==> config.mk <==
export PLATFORM = sky130hd
export DESIGN_NAME = load_store_queue
export DESIGN_NICKNAME = d
export VERILOG_FILES = /design/src/hdl/ls_isa_pkg.sv /design/src/hdl/lsu_cfg_pkg.sv /design/src/hdl/load_store_queue.sv
export SDC_FILE = /design/constraint.sdc
export NUM_CORES = 1
export LEC_CHECK = 0
export BUFFER_PORTS_ARGS = -buffer_cell sky130_fd_sc_hd__buf_4
export CORE_MARGIN = 10
export CORE_UTILIZATION = 57
export CTS_BUF_LIST = sky130_fd_sc_hd__clkbuf_8 sky130_fd_sc_hd__clkbuf_16
export CTS_CLUSTER_DIAMETER = 30
export DETAILED_ROUTE_END_ITERATION = 10
export GPL_ROUTABILITY_DRIVEN = 0
export GPL_TIMING_DRIVEN = 0
export HOLD_SLACK_MARGIN = 0.05
export PLACE_DENSITY = 0.85
export RECOVER_POWER = 100
export SYNTH_ARGS = -nofsm -noshare
export SYNTH_HDL_FRONTEND = slang
export SYNTH_SLANG_ARGS = --single-unit
==> constraint.sdc <==
create_clock -name clk -period 3.84 [get_ports clk]
set_input_delay 0.768 -clock clk [delete_from_list [all_inputs] [get_ports clk]]
set_output_delay 0.768 -clock clk [all_outputs]
set_load 0.005 [all_outputs]
==> src/hdl/ls_isa_pkg.sv <==
package ls_isa_pkg;

    //////////////////////////////////////////////////
    // Data and tag types
    typedef logic [31:0] word_t;
    typedef logic signed [11:0] offset_t;
    typedef logic [2:0] id_t;

    // RISC-V load/store width field
    typedef enum logic [2:0] {
        FN3_B  = 3'b000,
        FN3_H  = 3'b001,
        FN3_W  = 3'b010,
        FN3_BU = 3'b100,
        FN3_HU = 3'b101
    } fn3_t;

    // mcause values for misaligned accesses
    typedef enum logic [4:0] {
        EXC_LOAD_MISALIGNED  = 5'd4,
        EXC_STORE_MISALIGNED = 5'd6
    } exc_code_t;

    //////////////////////////////////////////////////
    // Packets
    typedef struct packed {
        logic      valid;
        exc_code_t code;
        word_t     tval;
        id_t       id;
    } exception_packet_t;

    typedef struct packed {
        word_t   rs1;
        offset_t offset;
        word_t   rs2;
        fn3_t    fn3;
        logic    load;
        logic    store;
        id_t     id;
    } ls_request_t;

endpackage
==> src/hdl/lsu_cfg_pkg.sv <==
package lsu_cfg_pkg;

    //////////////////////////////////////////////////
    // Sizes
    localparam int LSQ_DEPTH = 4;
    localparam int ATTR_DEPTH = 2;
    localparam int SCRATCH_WORDS = 256;
    localparam int NUM_UNITS = 2;

    localparam int LSQ_PTR_W = $clog2(LSQ_DEPTH);
    localparam int LSQ_CNT_W = $clog2(LSQ_DEPTH + 1);
    localparam int ATTR_PTR_W = $clog2(ATTR_DEPTH);
    localparam int ATTR_CNT_W = $clog2(ATTR_DEPTH + 1);
    localparam int SCRATCH_ADDR_W = $clog2(SCRATCH_WORDS);

    // Upper half of the address space is the external bus
    localparam int BUS_SELECT_BIT = 31;

    typedef logic [$clog2(NUM_UNITS)-1:0] unit_sel_t;
    typedef logic [3:0] byte_en_t;
    typedef logic [LSQ_PTR_W-1:0] lsq_ptr_t;
    typedef logic [LSQ_CNT_W-1:0] lsq_count_t;
    typedef logic [ATTR_PTR_W-1:0] attr_ptr_t;
    typedef logic [ATTR_CNT_W-1:0] attr_count_t;
    typedef logic [SCRATCH_ADDR_W-1:0] scratch_addr_t;

    localparam unit_sel_t SCRATCH_ID = 1'b0;
    localparam unit_sel_t BUS_ID = 1'b1;

    //////////////////////////////////////////////////
    // Internal packets
    typedef struct packed {
        ls_isa_pkg::word_t addr;
        byte_en_t          be;
        ls_isa_pkg::word_t data;
        ls_isa_pkg::fn3_t  fn3;
        logic              load;
        logic              store;
        ls_isa_pkg::id_t   id;
    } lsq_entry_t;

    typedef struct packed {
        ls_isa_pkg::fn3_t fn3;
        logic [1:0]       byte_addr;
        ls_isa_pkg::id_t  id;
        unit_sel_t        unit;
    } load_attr_t;

    typedef struct packed {
        ls_isa_pkg::id_t   id;
        ls_isa_pkg::word_t result;
    } wb_packet_t;

endpackage

==> src/hdl/load_store_queue.sv <==
`timescale 1ns/1ps

module load_store_queue (
    input  logic                    clk,
    input  logic                    rst,
    input  logic                    enq,
    input  lsu_cfg_pkg::lsq_entry_t enq_entry,
    input  logic                    deq,
    output logic                    head_valid,
    output lsu_cfg_pkg::lsq_entry_t head,
    output logic                    empty,
    output logic                    credit
);

    lsu_cfg_pkg::lsq_entry_t entries [lsu_cfg_pkg::LSQ_DEPTH];
    lsu_cfg_pkg::lsq_ptr_t wr_ptr;
    lsu_cfg_pkg::lsq_ptr_t rd_ptr;
    lsu_cfg_pkg::lsq_count_t count;
    logic do_deq;

    assign empty = (count == '0);
    assign head_valid = ~empty;
    assign head = entries[rd_ptr];
    assign do_deq = deq & head_valid;

    // Entry storage
    always_ff @(posedge clk) begin
        if (enq) begin
            entries[wr_ptr] <= enq_entry;
        end
    end

    //////////////////////////////////////////////////
    // Pointers and occupancy
    // Depth is a power of two so the pointers wrap on their own
    always_ff @(posedge clk) begin
        if (rst) begin
            wr_ptr <= '0;
            rd_ptr <= '0;
            count <= '0;
        end else begin
            if (enq) begin
                wr_ptr <= wr_ptr + 1'b1;
            end
            if (do_deq) begin
                rd_ptr <= rd_ptr + 1'b1;
            end
            case ({enq, do_deq})
                2'b10:   count <= count + 1'b1;
                2'b01:   count <= count - 1'b1;
                default: count <= count;
            endcase
        end
    end

    // One issue credit per freed slot
    always_ff @(posedge clk) begin
        if (rst) begin
            credit <= 1'b0;
        end else begin
            credit <= do_deq;
        end
    end

endmodule

# [Yosys cells after proc, flatten, opt, wreduce, memory -nomap -nowiden]
# Memory sizes are Yosys's and may differ from the RTL's. A register that Yosys moved wholly into a read port is not among the register bits.
# Cells that the tools add are included.
[totals] word_cells=20 n_memories=1 mem_bits_rw=304 regBits=8
[op_classes] n_mux=5 n_eq_ne=2 n_addsub=4 reduce_logical=2 bitwise=2
[memory_table] memory="entries" words=4 width=76 read_ports=1 rd_ports_with_merged_regs=1 wr=1 line="load_store_queue.sv:15" text="lsu_cfg_pkg::lsq_entry_t entries [lsu_cfg_pkg::LSQ_DEPTH];"
[ops] operator="$pmux W3 S2" n=1
[ops] operator="$add A2 B1 Y2 const B" n=2
[ops] operator="$mux W2" n=2
[ops] operator="$add A3 B1 Y3 const B" n=1
[ops] operator="$logic_not A3 Y1" n=1
[ops] operator="$sub A3 B1 Y3 const B" n=1
[ops] operator="$eq A2 B1 Y1 const B" n=1
[ops] operator="$eq A2 B2 Y1 const B" n=1
[ops] operator="$mux W1" n=2
[ops] operator="$reduce_bool A2 Y1" n=1
[ops] operator="$and A1 B1 Y1" n=1
[ops] operator="$not A1 Y1" n=1

# [Logic depth before layout (Yosys ltp)]
[depth] depth_word=5 ltp_mapped=8 depth_no_buf=8

# [Worst setup path after synthesis]
# Ideal clock, no wire load.
[synth_path] path_type="in2reg" start="input enq" end="memory entries[0][0] (netlist name), enable pin" arrival_time_ps=2542 n_path_buf=0 cell_stages=1 slack_ps=856 cell_sequence="and2_1"
[synth_between] elab_chain_cells=2
[synth_rtl] element="start: declaration" line="load_store_queue.sv:6" text="input logic enq,"
[synth_rtl] element="$mux W1" line="load_store_queue.sv:28" text="if (enq) begin"
[synth_rtl] element="$mux W1 (implied by the code)" line="load_store_queue.sv:29" text="entries[wr_ptr] <= enq_entry;"
[synth_rtl] element="end: declaration" line="load_store_queue.sv:15"
# Every way passes these cells.

# [Worst setup path after layout]
[layout_path] start="register wr_ptr[0]" end="memory entries[2][30] (netlist name), enable pin"
[layout_rtl] element="start: declaration" line="load_store_queue.sv:16" text="lsu_cfg_pkg::lsq_ptr_t wr_ptr;"
[layout_rtl] element="start signal: assignment" line="load_store_queue.sv:43" text="wr_ptr <= wr_ptr + 1'b1;"
# Straight into the memory's write port.

==> out/results.ini <==
[run_status]
status=finished with violations
violations=capacitance limit, slew limit

[detailed_routing]
drt-met1-wl_um=8735
avgViaCountPerCell=5.678
vias=5462
wl_um=23940
drtIter0Drc=472
highest_layer=met4
drcViolationCount=0
ant_nets=0
wire_per_inst_um=24.88
dr.pass1.iters=7
route.met2.wl_um=12720
dr_wl_met3_um=2020

[die]
rows=51
die_w_um=161.9
io_pins=159
die-area_sq_um=26220
core_area_sq_um=19650
start_util_pct=58.43
fp.dieH_um=161.9

[grt]
grt_pass1_vias=6217
grt_pass1_wl_um=36650
antenna_found_initial=1
grtUsageTotal_pct=18.34
grt_max_degree=53
grt-ovfl-total=0

[synth]
ys_warn_count=0
async_flop_share_pct=0
synth_top_area_share_pct=79.49
synth_cells=448
synth-seq-area-share_pct=81.24
syn_area_per_cell_sq_um=25.63
yosys.area.top_type=edfxtp_1
yosys-top-cells-count=304 x edfxtp_1, 76 x mux4_2, 10 x dfxtp_1, 9 x nor2_1, 8 x inv_1
ys_types=22
syn_nets=534
synthFlopType=edfxtp_1
ys_ff_latch=314
synth_area_leaders=edfxtp_1 79%, mux4_2 15%, dfxtp_1 1.7%
yosysMostFrequentCell=edfxtp_1
synth_edf_count=304
syn-cell-area_sq_um=11480

[sta]
setup-tns-final_ps=0
min_period_ps=2927
drv_slew=103
finalHoldViolations=0
min_period_over_period_pct=76.22
setup_violations=0
timing.slew.headroom_pct=-43.29
rsz0062_at_grt=no
worst_pin_slew_ps=2148
finClkSkew_ps=13.72
max_freq_mhz=341.6

[worst_setup_path]
cp_cell_sequence=inv_1, ha_1, and2_0, buf_16
critPathMaxStageDelay_ps=1560
critical_path_peak_fanout=52
rr_startpoint=wr_ptr[0]
cp.required_ps=4020
crit_end=entries[2][30]
cp_num_buf_inv=2
r2r_setup_slack_ps=910
worst-path-stages=4
critPathArrivalTime_ps=3110
cp-end-kind=register
crit_path_top_delay_cell=and2_0
critPathKind=register to register
critPathTopFamily=simple AND/OR/NAND/NOR gates
start_kind=register
r2r_cells=4
cp-startpoint=wr_ptr[0]
timing.rr.end=entries[2][30]

[pwr]
powerDensity_nw_per_um2=696.6
finalPower_mw=10.02
max-vdd-ir-drop_uv=500.2
leakagePower_nw=4.722

[clock_network]
cts.sinks=314
cts_setup_buffers=0
cts_tree=built
cts_root_buf=clkbuf_16
cts_resized=0
cts_made_buffers=47
cts_buffer_depth=3
clock_latency_ps=530
hold_buffers=0
path_clk_slew_ps=50
cts.htree.levels=2

[job]
maxCapViolations=4

[worst_hold_path]
hp-start=enq_entry[0]
hold_path.class=input pin to register
hold_depth=1

[final_layout]
final_nets=744
fill_cells=1189
syn_to_final_growth_pct=25.22
finish.utilization_pct=73.17
drive_above_1_share_pct=31.90
fin_area_sq_um=14380

[placed_design]
dp_hpwl_um=14320
place_area_sq_um=13110
port_buffers=157

-- kinds of logic after synthesis --
group	share of synthesized area, %
xor+xnor	0.3813
compound gates	0.2724
buf+inv	1.776
flops	81.24
simple gates	0.6210
fa+ha+maj	0.7191
mux	14.99
-- cell type report --
class                   count  area, sq um  share of cell area [%]
multi-input cells         108         1951                   13.56
diodes                      1        2.502                 0.01740
plain buffers              18        166.4                   1.157
well taps                 265        331.6                   2.306
flip-flops and latches    314         9329                   64.87
clock inverters            36        436.7                   3.037
inverters                   8        30.03                  0.2088
clock buffers              51         1254                   8.718
repair buffers            161        879.6                   6.117
-- registers in the layout, indices dropped and copies added (netlist names), named ones only --
name and count:
count 3, credit 1, entries 304, rd_ptr 2, wr_ptr 2
-- how the worst min path moves through the flow --
stage	endpoint
detailed placement	rd_ptr[0]
global route	entries[1][63]
floorplan	count[2]
CTS	entries[1][36]
global placement	count[2]
finish	entries[3][0]
-- per-stage QoR --
step | instances | hold WS (ps) | setup WS (ps)
2_1_floorplan | 448 | 476.6 | 855.7
3_3_place_gp | 870 | 484.3 | -532.6
3_5_place_dp | 874 | 538.0 | 1399
4_1_cts | 961 | 417.0 | 892.3
5_1_grt | 961 | 494.8 | 718.5
6_report | 962 | 505.4 | 913.0
-- routing by layer --
metal | vias up | global-route usage, %
met5 | - | 0
met4 | 0 | 5.666
li1 | 2344 | -
met2 | 268 | 31.92
met3 | 40 | 5.485
met1 | 2810 | 21.50
-- power breakdown --
group          switching (mW)  total [mW]  internal (mW)
clock network            1.54        4.46           2.92
registers              0.0644        4.02           3.96
logic                   0.720        1.54          0.820
-- layout by cell type, fill, tap and decap left out, drive strengths merged, types with 4 or more instances in the layout --
cell type  count
buf           30
and2           4
clkinvlp       5
mux4          76
ha             5
clkinv        12
bufinv         8
inv           19
clkbuf       200
edfxtp       304
dfxtp         10
xor2           4
nor2           9
No activity file was read; power rests on OpenSTA's default activity.
