## src/hdl/ls_isa_pkg.sv

```systemverilog
package ls_isa_pkg;

    //////////////////////////////////////////////////
    // Data and tag types
    typedef logic [31:0] word_t;
    typedef logic signed [11:0] offset_t;
    typedef logic [2:0] id_t;

    // RISC-V load/store width field
    typedef enum logic [2:0] {
        FN3_B  = 3'b000,
        FN3_H  = 3'b001,
        FN3_W  = 3'b010,
        FN3_BU = 3'b100,
        FN3_HU = 3'b101
    } fn3_t;

    // mcause values for misaligned accesses
    typedef enum logic [4:0] {
        EXC_LOAD_MISALIGNED  = 5'd4,
        EXC_STORE_MISALIGNED = 5'd6
    } exc_code_t;

    //////////////////////////////////////////////////
    // Packets
    typedef struct packed {
        logic      valid;
        exc_code_t code;
        word_t     tval;
        id_t       id;
    } exception_packet_t;

    typedef struct packed {
        word_t   rs1;
        offset_t offset;
        word_t   rs2;
        fn3_t    fn3;
        logic    load;
        logic    store;
        id_t     id;
    } ls_request_t;

endpackage
```

## src/hdl/lsu_cfg_pkg.sv

```systemverilog
package lsu_cfg_pkg;

    //////////////////////////////////////////////////
    // Sizes
    localparam int LSQ_DEPTH = 4;
    localparam int ATTR_DEPTH = 2;
    localparam int SCRATCH_WORDS = 256;
    localparam int NUM_UNITS = 2;

    localparam int LSQ_PTR_W = $clog2(LSQ_DEPTH);
    localparam int LSQ_CNT_W = $clog2(LSQ_DEPTH + 1);
    localparam int ATTR_PTR_W = $clog2(ATTR_DEPTH);
    localparam int ATTR_CNT_W = $clog2(ATTR_DEPTH + 1);
    localparam int SCRATCH_ADDR_W = $clog2(SCRATCH_WORDS);

    // Upper half of the address space is the external bus
    localparam int BUS_SELECT_BIT = 31;

    typedef logic [$clog2(NUM_UNITS)-1:0] unit_sel_t;
    typedef logic [3:0] byte_en_t;
    typedef logic [LSQ_PTR_W-1:0] lsq_ptr_t;
    typedef logic [LSQ_CNT_W-1:0] lsq_count_t;
    typedef logic [ATTR_PTR_W-1:0] attr_ptr_t;
    typedef logic [ATTR_CNT_W-1:0] attr_count_t;
    typedef logic [SCRATCH_ADDR_W-1:0] scratch_addr_t;

    localparam unit_sel_t SCRATCH_ID = 1'b0;
    localparam unit_sel_t BUS_ID = 1'b1;

    //////////////////////////////////////////////////
    // Internal packets
    typedef struct packed {
        ls_isa_pkg::word_t addr;
        byte_en_t          be;
        ls_isa_pkg::word_t data;
        ls_isa_pkg::fn3_t  fn3;
        logic              load;
        logic              store;
        ls_isa_pkg::id_t   id;
    } lsq_entry_t;

    typedef struct packed {
        ls_isa_pkg::fn3_t fn3;
        logic [1:0]       byte_addr;
        ls_isa_pkg::id_t  id;
        unit_sel_t        unit;
    } load_attr_t;

    typedef struct packed {
        ls_isa_pkg::id_t   id;
        ls_isa_pkg::word_t result;
    } wb_packet_t;

endpackage

```

## src/hdl/bus_master_unit.sv

```systemverilog
`timescale 1ns/1ps

module bus_master_unit (
    input  logic                    clk,
    input  logic                    rst,
    input  logic                    new_request,
    input  lsu_cfg_pkg::lsq_entry_t entry,
    input  logic                    bus_ack,
    input  ls_isa_pkg::word_t       bus_rdata,
    output logic                    ready,
    output logic                    data_valid,
    output ls_isa_pkg::word_t       data_out,
    output logic                    bus_req_valid,
    output ls_isa_pkg::word_t       bus_addr,
    output logic                    bus_we,
    output lsu_cfg_pkg::byte_en_t   bus_be,
    output ls_isa_pkg::word_t       bus_wdata
);

    typedef enum logic {
        IDLE,
        WAIT_ACK
    } state_t;

    state_t state;

    assign ready = (state == IDLE);
    assign bus_req_valid = (state == WAIT_ACK);

    //////////////////////////////////////////////////
    // Control
    always_ff @(posedge clk) begin
        if (rst) begin
            state <= IDLE;
            data_valid <= 1'b0;
        end else begin
            data_valid <= 1'b0;
            case (state)
                IDLE: begin
                    if (new_request) begin
                        state <= WAIT_ACK;
                    end
                end
                WAIT_ACK: begin
                    if (bus_ack) begin
                        state <= IDLE;
                        data_valid <= ~bus_we;
                    end
                end
                default: state <= IDLE;
            endcase
        end
    end

    //////////////////////////////////////////////////
    // Request and response holding registers
    always_ff @(posedge clk) begin
        if (new_request && state == IDLE) begin
            bus_addr <= entry.addr;
            bus_we <= entry.store;
            bus_be <= entry.be;
            bus_wdata <= entry.data;
        end
        if (state == WAIT_ACK && bus_ack) begin
            data_out <= bus_rdata;
        end
    end

endmodule

```

## config.mk

```make
export PLATFORM = sky130hd
export DESIGN_NAME = bus_master_unit
export DESIGN_NICKNAME = d
export VERILOG_FILES = /design/src/hdl/ls_isa_pkg.sv /design/src/hdl/lsu_cfg_pkg.sv /design/src/hdl/bus_master_unit.sv
export SDC_FILE = /design/constraint.sdc
export NUM_CORES = 1
export LEC_CHECK = 0
export BUFFER_PORTS_ARGS = -buffer_cell sky130_fd_sc_hd__clkbuf_2
export CAP_MARGIN = 20
export CORE_MARGIN = 2
export CORE_UTILIZATION = 44
export CTS_CLUSTER_SIZE = 10
export DETAILED_ROUTE_END_ITERATION = 6
export HOLD_SLACK_MARGIN = 0.1
export PLACE_DENSITY = 0.94
export SETUP_SLACK_MARGIN = 0.1
export SLEW_MARGIN = 20
export SYNTH_ARGS = -nofsm -noshare
export SYNTH_HDL_FRONTEND = slang
export SYNTH_SLANG_ARGS = --single-unit
```

## constraint.sdc

```tcl
create_clock -name clk -period 11.7 [get_ports clk]
set_input_delay 1.755 -clock clk [delete_from_list [all_inputs] [get_ports clk]]
set_output_delay 1.755 -clock clk [all_outputs]
set_load 0.005 [all_outputs]
```

Word-level counts from Yosys, hierarchy flattened:

Cells that the tools add are included.

* order comparisons: 0
* muxes and demuxes: 3
* multipliers: 0
* bitwise operators: 3
* add/subtract/negate cells: 0
* div/mod/pow operators: 0
* reductions and logical operators: 3
* equal/unequal tests: 0
* shifts and indexed selects: 0

Operators by type and width (number)
* $not A1 Y1: 3
* $reduce_or A3 Y1: 1
* $logic_and A1 B1 Y1: 2
* $mux W1: 2
* $pmux W1 S2: 1

* memory bits (read-only): 0
* memories kept: 0
* bits in writable memories: 0
* bits in latches: 0
* register bits after elaboration: 103
* word-level logic and storage cells: 16
* bits of input ports: 112
* output and inout bits: 104

Longest topological paths before layout:

Gate-level depths: netlist of run 1.

* word-level depth: 2
* depth in mapped cells: 2
* depth with buffers taken out: 2

Worst setup path after synthesis of run 1:

OpenSTA, ideal clock, no wires.

* path kind: in2reg
* start: input port new_request
* end: register bus_addr[0], enable pin
* cell stages on the path: 1
* library setup time: 0.506 ns
* required time: 11.194 ns
* path buffers: 0
* data arrival time: 4.814 ns
* slack: 6.379 ns
* cell sequence: nor2b_1

* cells in the longest elaborated chain, start to end: 1

Ends and longest elaborated chain
* start: declaration: RTL line bus_master_unit.sv:6 `input logic new_request,`
* $logic_and A1 B1 Y1: RTL line bus_master_unit.sv:58 `if (new_request && state == IDLE) begin`
* end signal: assignment: RTL line bus_master_unit.sv:59 `bus_addr <= entry.addr;`
* end: declaration: RTL line bus_master_unit.sv:14 `output ls_isa_pkg::word_t bus_addr,`

No other way between the ends.
A chain may end at the register's enable or synchronous reset.

Final worst setup path of run 1:

* start: input port new_request
* end: register bus_wdata[23], enable pin

* cells in the longest elaborated chain, start to end: 1

Ends and longest elaborated chain
* $logic_and A1 B1 Y1: RTL line bus_master_unit.sv:58
* end signal: assignment: RTL line bus_master_unit.sv:62 `bus_wdata <= entry.data;`
* end: declaration: RTL line bus_master_unit.sv:17 `output ls_isa_pkg::word_t bus_wdata`

No other way between the ends.

==> run_results.csv, run 1 <==
group,metric,value,unit
yosys,yosysMostFrequentCell,"edfxtp_1",
pwr,combPwrFrac,6.9,%
pwr,p_seq_share,62.9,%
sta,post-route-period-util,26.05,%
clock_tree,post-cts-setup-buffer-count,0,
clock_tree,clkLatencyLatePin,0.35,ns
clock_tree,cts_max_level,3,
pwr,p_sw_share,22.36,%
worst_setup_path,worstSetupStartpointType,"primary input",
place,gp_congestion,0.7818,
yosys,synth_cell_types,7,
yosys,yosysWarnings,0,
sta,rsz0062_at_grt,"no",
global_route,grt_max_degree,46,
place,placed_area,0.004297,mm²
yosys,yosys-top-cells-count,"edfxtp_1, dfxtp_1, nor2b_1",
yosys,synth_area,0.003120,mm²
route,detailroute.via_count,1918,
global_route,grt_pass1_vias,1991,
sta,tightest_slew,0.7129,ns
yosys,synth.top_cells.by_area,"edfxtp_1, dfxtp_1, nor2b_1",
layout,nets,441,
global_route,gr-usage-all-layers,17.78,%
yosys,synth.largest_area_cell,"edfxtp_1",
layout,final_util,65.60,%
sta,setup_viol,0,
pwr,clockPowerShare,30.2,%
route,drt_pass1_iterations,4,
worst_setup_path,required,11.69,ns
outcome,status,"completed",
yosys,seq_area_frac_synth,98.48,%
floorplan,core-area,0.006832,mm²
global_route,overflow,0,
yosys,synth-edff-count,101,
pwr,peakVddDrop,0.09745,mV
worst_setup_path,crit_start,"new_request",
pwr,p_per_area,153.9,mW/mm²
worst_setup_path,critical_path_arrival,3.04,ns
floorplan,initial_core_util,45.68,%
clock_tree,cts_resized,0,
yosys,avgSynthCellArea,28.63,µm²
clock_tree,cts_sinks,103,
yosys,synth_top_area_share,97.19,%
sta,timing.hold.ws,0.4681,ns
min_path,holdCritPathClass,"reg -> reg",
floorplan,die_y,88.22,µm
layout,drive_gt1_share,67.96,%
layout,fill_cells,493,
global_route,antenna_found_initial,0,
clock_tree,clk_pin_slew_worst_paths,0.11,ns
sta,max-slew-margin-rel,52.37,%
yosys,syn_nets,221,
worst_setup_path,critPathMaxFanout,45,
route,viasPerCell,4.460,
place,io_buffers,208,
pwr,p_leak,1.967,nW
route,drc,0,
floorplan,die_w,88.22,µm
sta,skew,0.009337,ns
route,initialDrtViolationCount,74,
yosys,synth_seq_cells,103,
floorplan,dieArea,0.007782,mm²
route,wirelength,7.147,mm
clock_tree,cts_tree,"done",
sta,fin_tns_setup,0,ns
worst_setup_path,endpoint_kind,"flip-flop",
yosys,synth_cells,109,
layout,area_growth,43.62,%
sta,max_freq,328.2,MHz
route,ant_nets,0,
sta,period_needed,3.047,ns
floorplan,rows,30,
clock_tree,cts_buffers,9,
global_route,grt_pass1_wl,9.811,mm
clock_tree,cts_root_buffer,"clkbuf_8",
sta,slew_violations,0,
clock_tree,clock_path_buffers,2,
min_path,min_from,"bus_we$_DFFE_PP_",
pwr,internal_power,0.0005355,W
layout,stdcell_area,0.004482,mm²
clock_tree,holdBufCountCts,0,
yosys,synth_ff_type,"edfxtp_1",
floorplan,io_pins,216,
sta,hold_viol,0,
yosys,async_reset_ff_share,0,%
worst_setup_path,reg2reg_from,"bus_req_valid$_SDFF_PP0_",
worst_setup_path,crit_type,"in -> reg",
route,wl_per_cell,16.62,µm
flow_run,drv_cap,0,
pwr,p_sw,0.0001542,W
layout,antennaDiodeCount,0,
sequential cells by signal, summed over array words and instances (netlist names):
name and count:
data_out 32, data_valid 1, bus_req_valid 1, bus_addr 32, bus_be 4, bus_wdata 32
bus_we 1
power groups by stage:
stage	registers, W	logic [W]	clock network (W)
after global routing	0.000435	0.0000527	0.000225
after detailed placement	0.000442	0.0000488	0
after CTS	0.000434	0.0000487	0.000214
after global placement	0.000441	0.0000466	0
final	0.000434	0.0000479	0.000208
after floorplan	0.000445	0.00000710	0
critical path, stage by stage:
cell and delay (ns):
clkbuf_2 0.08, nor2b_4 0.60, buf_4 0.58
layout by cell type (no fill, tap or decap):
cell / instances
buf_4: 1
clkinv_4: 1
clkbuf_8: 9
and2_4: 1
nor3b_2: 1
nor2b_1: 1
o21ba_1: 1
inv_8: 2
clkbuf_1: 1
inv_1: 1
inv_6: 3
edfxtp_1: 101
clkbuf_2: 208
dfxtp_1: 2
nor2b_4: 1
stage by stage:
| stage | power [W] | std cells | setup slack [ns] |
|---|---|---|---|
| global route | 0.0007130 | 430 | 8.564 |
| finish | 0.0006897 | 430 | 8.653 |
| floorplan | 0.0004523 | 109 | 6.379 |
| CTS | 0.0006962 | 430 | 8.656 |
| detailed placement | 0.0004908 | 414 | 8.265 |
| global placement | 0.0004874 | 414 | 8.324 |
worst paths after layout:
check,to,slack [ns],cells past startpoint
worst max register to register,bus_wdata[23]$_DFFE_PP_,9.75,2
worst min-delay path,data_valid$_SDFF_PP0_,0.47,1
worst min register to register,data_valid$_SDFF_PP0_,0.47,1
worst max-delay path,bus_wdata[23]$_DFFE_PP_,8.65,3
cells by family after synthesis:
family | after synthesis | share of synthesized area [%]
DFF | 103 | 98.48
AOI/OAI and AO/OA | 1 | 0.3208
buffers and inverters | 1 | 0.1202
and+or+nand+nor | 4 | 1.083
area by class of cell:
cell class              instances  area (µm²)  area share [%]
repair buffers                209        1049           23.39
multi-input cells               5       51.30           1.145
clock buffers                  10       127.6           2.848
flip-flops and latches        103        3073           68.57
clock inverters                 6       57.56           1.284
inverters                       1       3.754         0.08375
well taps                      96       120.1           2.680
metal layers:
layer / vias to the layer above / track usage [%] / wire [µm]
li1: 876 / - / -
met1: 896 / 16.69 / 2268
met2: 133 / 31.03 / 3764
met3: 13 / 11.66 / 980
met4: 0 / 6.198 / 134
met5: - / 0 / 0
Power figures use the tool's default switching activity.
==> run 2, diff against run 1 <==
CORE_UTILIZATION = 40   (was 44)
PLACE_DENSITY = 0.87   (was 0.94)
clock period = 3 ns   (was 11.7 ns; I/O delays follow)
==> run 2 against run 1 <==
  * Register-to-register slack lost 8.3 ns
  * Sequential power grew to 3.9 times the previous value
  * First-iteration DRC count shrank 31%
  * Via count shrank 0.94%
  * Core utilization shrank 6.6 points
  * Sequential share of layout area shrank 0.48 points
  * Combinational power grew to 3.8 times the previous value
  * Largest cell class unchanged
==> run_results.csv, run 2 (synthesis gave the netlist of run 1 again) <==
group,metric,value,unit
layout,drive_gt1_share,67.96,%
worst_setup_path,critPathMaxFanout,70,
floorplan,rows,32,
worst_setup_path,critical_path_arrival,1.56,ns
sta,slew_violations,0,
pwr,p_per_area,606.6,mW/mm²
layout,mostFrequentLayoutCells,"clkbuf_2, edfxtp_1, clkbuf_8",
layout,fill_cells,590,
sta,worst_slack,1.418,ns
clock_tree,cts_root_buffer,"clkbuf_8",
worst_setup_path,worstSetupStartpointType,"flip-flop",
layout,area_growth,44.63,%
clock_tree,clock_path_buffers,2,
pwr,p_leak,1.970,nW
clock_tree,clkLatencyLatePin,0.35,ns
min_path,min_from,"entry[12]",
global_route,overflow,0,
route,detailroute.via_count,1900,
place,gp_congestion,0.7256,
min_path,holdCritPathClass,"in -> reg",
place,dp_hpwl,5.024,mm
global_route,gr-usage-all-layers,14.74,%
global_route,grt_max_degree,71,
worst_setup_path,reg2reg_from,"bus_req_valid$_SDFF_PP0_",
layout,largestRegisters,"bus_addr: 32 flops, bus_wdata: 32 flops, data_out: 32 flops",
clock_tree,clk_pin_slew_worst_paths,0.09,ns
pwr,peakVddDrop,0.4022,mV
global_route,antenna_found_initial,0,
clock_tree,cts_tree,"done",
route,viasPerCell,4.358,
route,drc,0,
worst_setup_path,endpoint_kind,"flip-flop",
flow_run,drv_cap,0,
sta,skew,0.01174,ns
layout,nets,441,
sta,rsz0062_at_grt,"no",
clock_tree,cts_resized,0,
clock_tree,cts_sinks,103,
route,initialDrtViolationCount,51,
clock_tree,cts_max_level,3,
sta,max_freq,632.2,MHz
clock_tree,holdBufCountCts,0,
sta,hold_viol,0,
route,ant_nets,0,
floorplan,io_pins,216,
clock_tree,post-cts-setup-buffer-count,0,
route,wirelength,6.502,mm
global_route,grt_pass1_wl,9.239,mm
sta,setup_viol,0,
sta,tightest_slew,0.8683,ns
sta,fin_tns_setup,0,ns
worst_setup_path,crit_type,"reg -> reg",
sta,period_needed,1.582,ns
floorplan,die_w,92.33,µm
sta,post-route-period-util,52.73,%
layout,layout_commonest_cell,"clkbuf_2",
floorplan,core-area,0.007647,mm²
layout,antennaDiodeCount,0,
route,drt_pass1_iterations,4,
global_route,grt_pass1_vias,1930,
sta,max-slew-margin-rel,42.11,%
floorplan,initial_core_util,40.80,%
worst_setup_path,crit_start,"bus_req_valid$_SDFF_PP0_",
worst_setup_path,required,2.98,ns
route,wl_per_cell,14.91,µm
floorplan,dieArea,0.008524,mm²
place,place_ws,1.257,ns
floorplan,die_y,92.33,µm
place,io_buffers,208,
clock_tree,cts_buffers,9,
outcome,status,"completed",
[run 2: cell types whose count changed in the layout (fill, tap and decap cells not counted), sizes merged]
cell      before  now
clkinvlp       0    2
inv            6    1
clkbuf       218  220
bufinv         0    1
[run 2: where the power goes]
group | internal, W | switching, W
clock network | 0.000433 | 0.000432
registers | 0.00167 | 0.0000204
logic | 0.0000949 | 0.0000889
[run 2: worst paths after layout]
path,to,slack [ns],depth (start not counted)
worst max-delay path,bus_wdata[23]$_DFFE_PP_,1.42,2
worst min-delay path,bus_wdata[4]$_DFFE_PP_,0.26,1
worst max register to register,bus_wdata[23]$_DFFE_PP_,1.42,2
worst min register to register,data_valid$_SDFF_PP0_,0.46,1
[run 2: layout make-up]
class                           count  area (µm²)  share of cell area, %
Clock buffer                       12       155.1                  3.438
Sequential cell                   103        3073                  68.09
Tap cell                          102       127.6                  2.828
Timing Repair Buffer              209        1049                  23.23
Clock inverter                      4       53.80                  1.192
Multi-Input combinational cell      5       51.30                  1.137
Inverter                            1       3.754                0.08317
[run 2: critical path, stage by stage (launching register included)]
cell	delay, ns
dfxtp_1	0.38
nor2b_4	0.11
buf_4	0.64
[run 2: metrics by stage]
| stage | cell area, µm² | total power (W) | instances | hold WS (ns) | util, % |
|---|---|---|---|---|---|
| floorplan | 3123 | 0.001761 | 109 | 0.4528 | - |
| global placement | 4304 | 0.001899 | 420 | 0.4466 | 56.28 |
| detailed placement | 4304 | 0.001911 | 420 | 0.4474 | 56.28 |
| CTS | 4513 | 0.002778 | 436 | 0.2404 | 59.02 |
| global route | 4513 | 0.002846 | 436 | 0.2408 | 59.02 |
| finish | 4513 | 0.002738 | 436 | 0.2642 | 59.02 |
[run 2: metal layers]
metal	global-route usage, %	routed length [µm]
met5	0	0
met4	8.458	185
met3	6.916	855
met2	23.97	3112
met1	15.74	2348
==> run 3, diff against run 2 <==
CORE_UTILIZATION = 37   (was 40)
PLACE_DENSITY = 0.85   (was 0.87)
clock period = 1.3 ns   (was 3 ns; I/O delays follow)
==> run 3 against run 2 <==
  * The flow now stops in clock tree synthesis
  * Area after synthesis is the same
  * Synthesized cell count unchanged
==> run_results.csv, run 3 <==
group,metric,value,unit
clock_tree,cts_buffers,9,
yosys,synth.top_cells.by_area,"edfxtp_1, dfxtp_1, nor2b_1",
yosys,yosys-top-cells-count,"edfxtp_1, dfxtp_1, nor2b_1",
yosys,syn_nets,221,
yosys,synth_ff_type,"edfxtp_1",
place,dp_hpwl,6.077,mm
place,gp_congestion,0.6661,
yosys,seq_area_frac_synth,98.48,%
yosys,synth_top_area_share,97.19,%
yosys,synth_seq_cells,103,
floorplan,io_pins,216,
clock_tree,clock_path_buffers,2,
clock_tree,cts_sinks,103,
yosys,async_reset_ff_share,0,%
clock_tree,cts_max_level,3,
floorplan,initial_core_util,38.17,%
place,place_inst,424,
clock_tree,cts_root_buffer,"clkbuf_8",
floorplan,rows,33,
yosys,synth_area,0.003120,mm²
yosys,avgSynthCellArea,28.63,µm²
floorplan,die_w,95.84,µm
clock_tree,holdBufCountCts,101,
clock_tree,post-cts-setup-buffer-count,0,
outcome,status,"did not finish",
place,io_buffers,208,
floorplan,die_y,95.84,µm
yosys,yosysMostFrequentCell,"edfxtp_1",
yosys,synth-edff-count,101,
yosys,synth_cells,109,
yosys,synth_cell_types,7,
place,place_ws,0.1444,ns
outcome,tool.error,"[ERROR RSZ-0060] Max buffer count reached.",
outcome,stop_stage,"clock tree synthesis",
yosys,yosysWarnings,0,
yosys,synth.largest_area_cell,"edfxtp_1",
clock_tree,cts_resized,0,
## run 3: cells by family after synthesis
logic type             after synthesis  share of synthesized area [%]
flip-flops                         103                          98.48
buffers and inverters                1                         0.1202
AND/OR/NAND/NOR                      4                          1.083
AO/OA/AOI/OAI                        1                         0.3208
## run 3: per-stage QoR
stage	hold slack, ns	instance area, µm²
floorplan	0.2645	3129
global placement	0.3722	4342
detailed placement	0.3736	4342
==> run 4, diff against run 3 <==
CORE_UTILIZATION = 40   (was 37)
CTS_CLUSTER_SIZE = unset   (was 10)
HOLD_SLACK_MARGIN = unset   (was 0.1)
PLACE_DENSITY = unset   (was 0.85)
PLACE_DENSITY_LB_ADDON = 0.15   (was unset)
SETUP_SLACK_MARGIN = unset   (was 0.1)
clock period = 1.7 ns   (was 1.3 ns; I/O delays follow)
==> run 4 against run 3 <==
  * The flow now finishes without violations
==> run_results.csv, run 4 (synthesis gave the netlist of run 1 again) <==
group,metric,value,unit
layout,fill_cells,632,
flow_run,drv_cap,0,
min_path,holdCritPathClass,"in -> reg",
floorplan,core-area,0.007647,mm²
sta,max_freq,837.0,MHz
route,initialDrtViolationCount,57,
pwr,p_leak,1.962,nW
sta,hold_viol,0,
floorplan,initial_core_util,40.80,%
layout,layout_commonest_cell,"clkbuf_2",
layout,antennaDiodeCount,0,
route,wirelength,6.023,mm
layout,largestRegisters,"bus_addr: 32 flops, bus_wdata: 32 flops, data_out: 32 flops",
clock_tree,cts_resized,0,
sta,tightest_slew,0.3897,ns
outcome,status,"completed",
pwr,p_per_area,1052,mW/mm²
floorplan,die_w,92.33,µm
global_route,antenna_found_initial,0,
clock_tree,cts_sinks,103,
sta,post-route-period-util,70.28,%
sta,period_needed,1.195,ns
global_route,overflow,0,
clock_tree,holdBufCountCts,0,
clock_tree,cts_buffers,9,
place,gp_congestion,0.7192,
worst_setup_path,crit_start,"bus_req_valid$_SDFF_PP0_",
layout,mostFrequentLayoutCells,"clkbuf_2, edfxtp_1, clkbuf_8",
worst_setup_path,reg2reg_from,"bus_req_valid$_SDFF_PP0_",
min_path,min_from,"entry[8]",
global_route,gr-usage-all-layers,13.99,%
worst_setup_path,critical_path_arrival,1.20,ns
clock_tree,clk_pin_slew_worst_paths,0.09,ns
sta,max-slew-margin-rel,74.02,%
floorplan,dieArea,0.008524,mm²
sta,rsz0062_at_grt,"no",
clock_tree,clkLatencyLatePin,0.34,ns
worst_setup_path,worstSetupStartpointType,"flip-flop",
clock_tree,post-cts-setup-buffer-count,0,
sta,timing.hold.ws,0.07562,ns
route,wl_per_cell,13.81,µm
floorplan,die_y,92.33,µm
global_route,grt_max_degree,71,
layout,nets,441,
floorplan,io_pins,216,
layout,area_growth,44.31,%
global_route,grt_pass1_vias,1824,
worst_setup_path,critPathMaxFanout,70,
route,drc,0,
floorplan,rows,32,
sta,setup_viol,0,
clock_tree,cts_tree,"done",
global_route,grt_pass1_wl,8.763,mm
worst_setup_path,crit_type,"reg -> reg",
place,io_buffers,208,
place,placed_area,0.004318,mm²
route,drt_pass1_iterations,4,
pwr,peakVddDrop,0.5437,mV
sta,fin_tns_setup,0,ns
route,ant_nets,0,
clock_tree,cts_root_buffer,"clkbuf_8",
sta,skew,0.007860,ns
layout,drive_gt1_share,67.66,%
route,detailroute.via_count,1822,
worst_setup_path,endpoint_kind,"flip-flop",
sta,slew_violations,0,
route,viasPerCell,4.179,
layout,stdcell_area,0.004503,mm²
clock_tree,clock_path_buffers,2,
worst_setup_path,required,1.70,ns
clock_tree,cts_max_level,3,
## run 4: worst max-delay path: stages, from the launching register on
cell and delay (ns):
dfxtp_2 0.36, nor2b_4 0.13, buf_12 0.31
## run 4: final cells by class
cell class	count	area (µm²)	area share (%)
Inverter	1	3.754	0.08336
Multi-Input combinational cell	5	51.30	1.139
Clock inverter	4	50.05	1.111
Clock buffer	12	135.1	3.001
Timing Repair Buffer	209	1061	23.56
Tap cell	102	127.6	2.834
Sequential cell	103	3074	68.27
## run 4: worst paths after layout
kind / depth (start not counted) / end / slack, ns
worst max-delay path: 2 / bus_wdata[29]$_DFFE_PP_ / 0.51
worst max register to register: 2 / bus_wdata[29]$_DFFE_PP_ / 0.51
worst min-delay path: 1 / bus_wdata[0]$_DFFE_PP_ / 0.08
worst min register to register: 1 / data_valid$_SDFF_PP0_ / 0.46
## run 4: per-layer routing
metal	GRT usage, %	vias up	wire (µm)
met3	6.753	8	713
met1	15.82	811	2304
met2	21.72	129	2890
met4	7.960	0	115
met5	0	-	0
li1	-	874	-
## run 4: where the power goes
part           internal (W)  total (W)  leakage (nW)  switching (W)
Combinational      0.000172   0.000328         0.903       0.000156
Sequential          0.00294    0.00298         0.973      0.0000333
Clock              0.000681    0.00143        0.0866       0.000750
## run 4: metrics by stage
step,utilization [%],instances,power (W),setup slack [ns]
final,58.88,436,0.004736,0.5053
after global routing,58.88,436,0.004935,0.4439
after CTS,58.88,436,0.004800,0.5190
after detailed placement,56.46,420,0.003373,0.5063
after global placement,56.46,420,0.003365,0.5239
after floorplan,-,109,0.003107,-0.1001
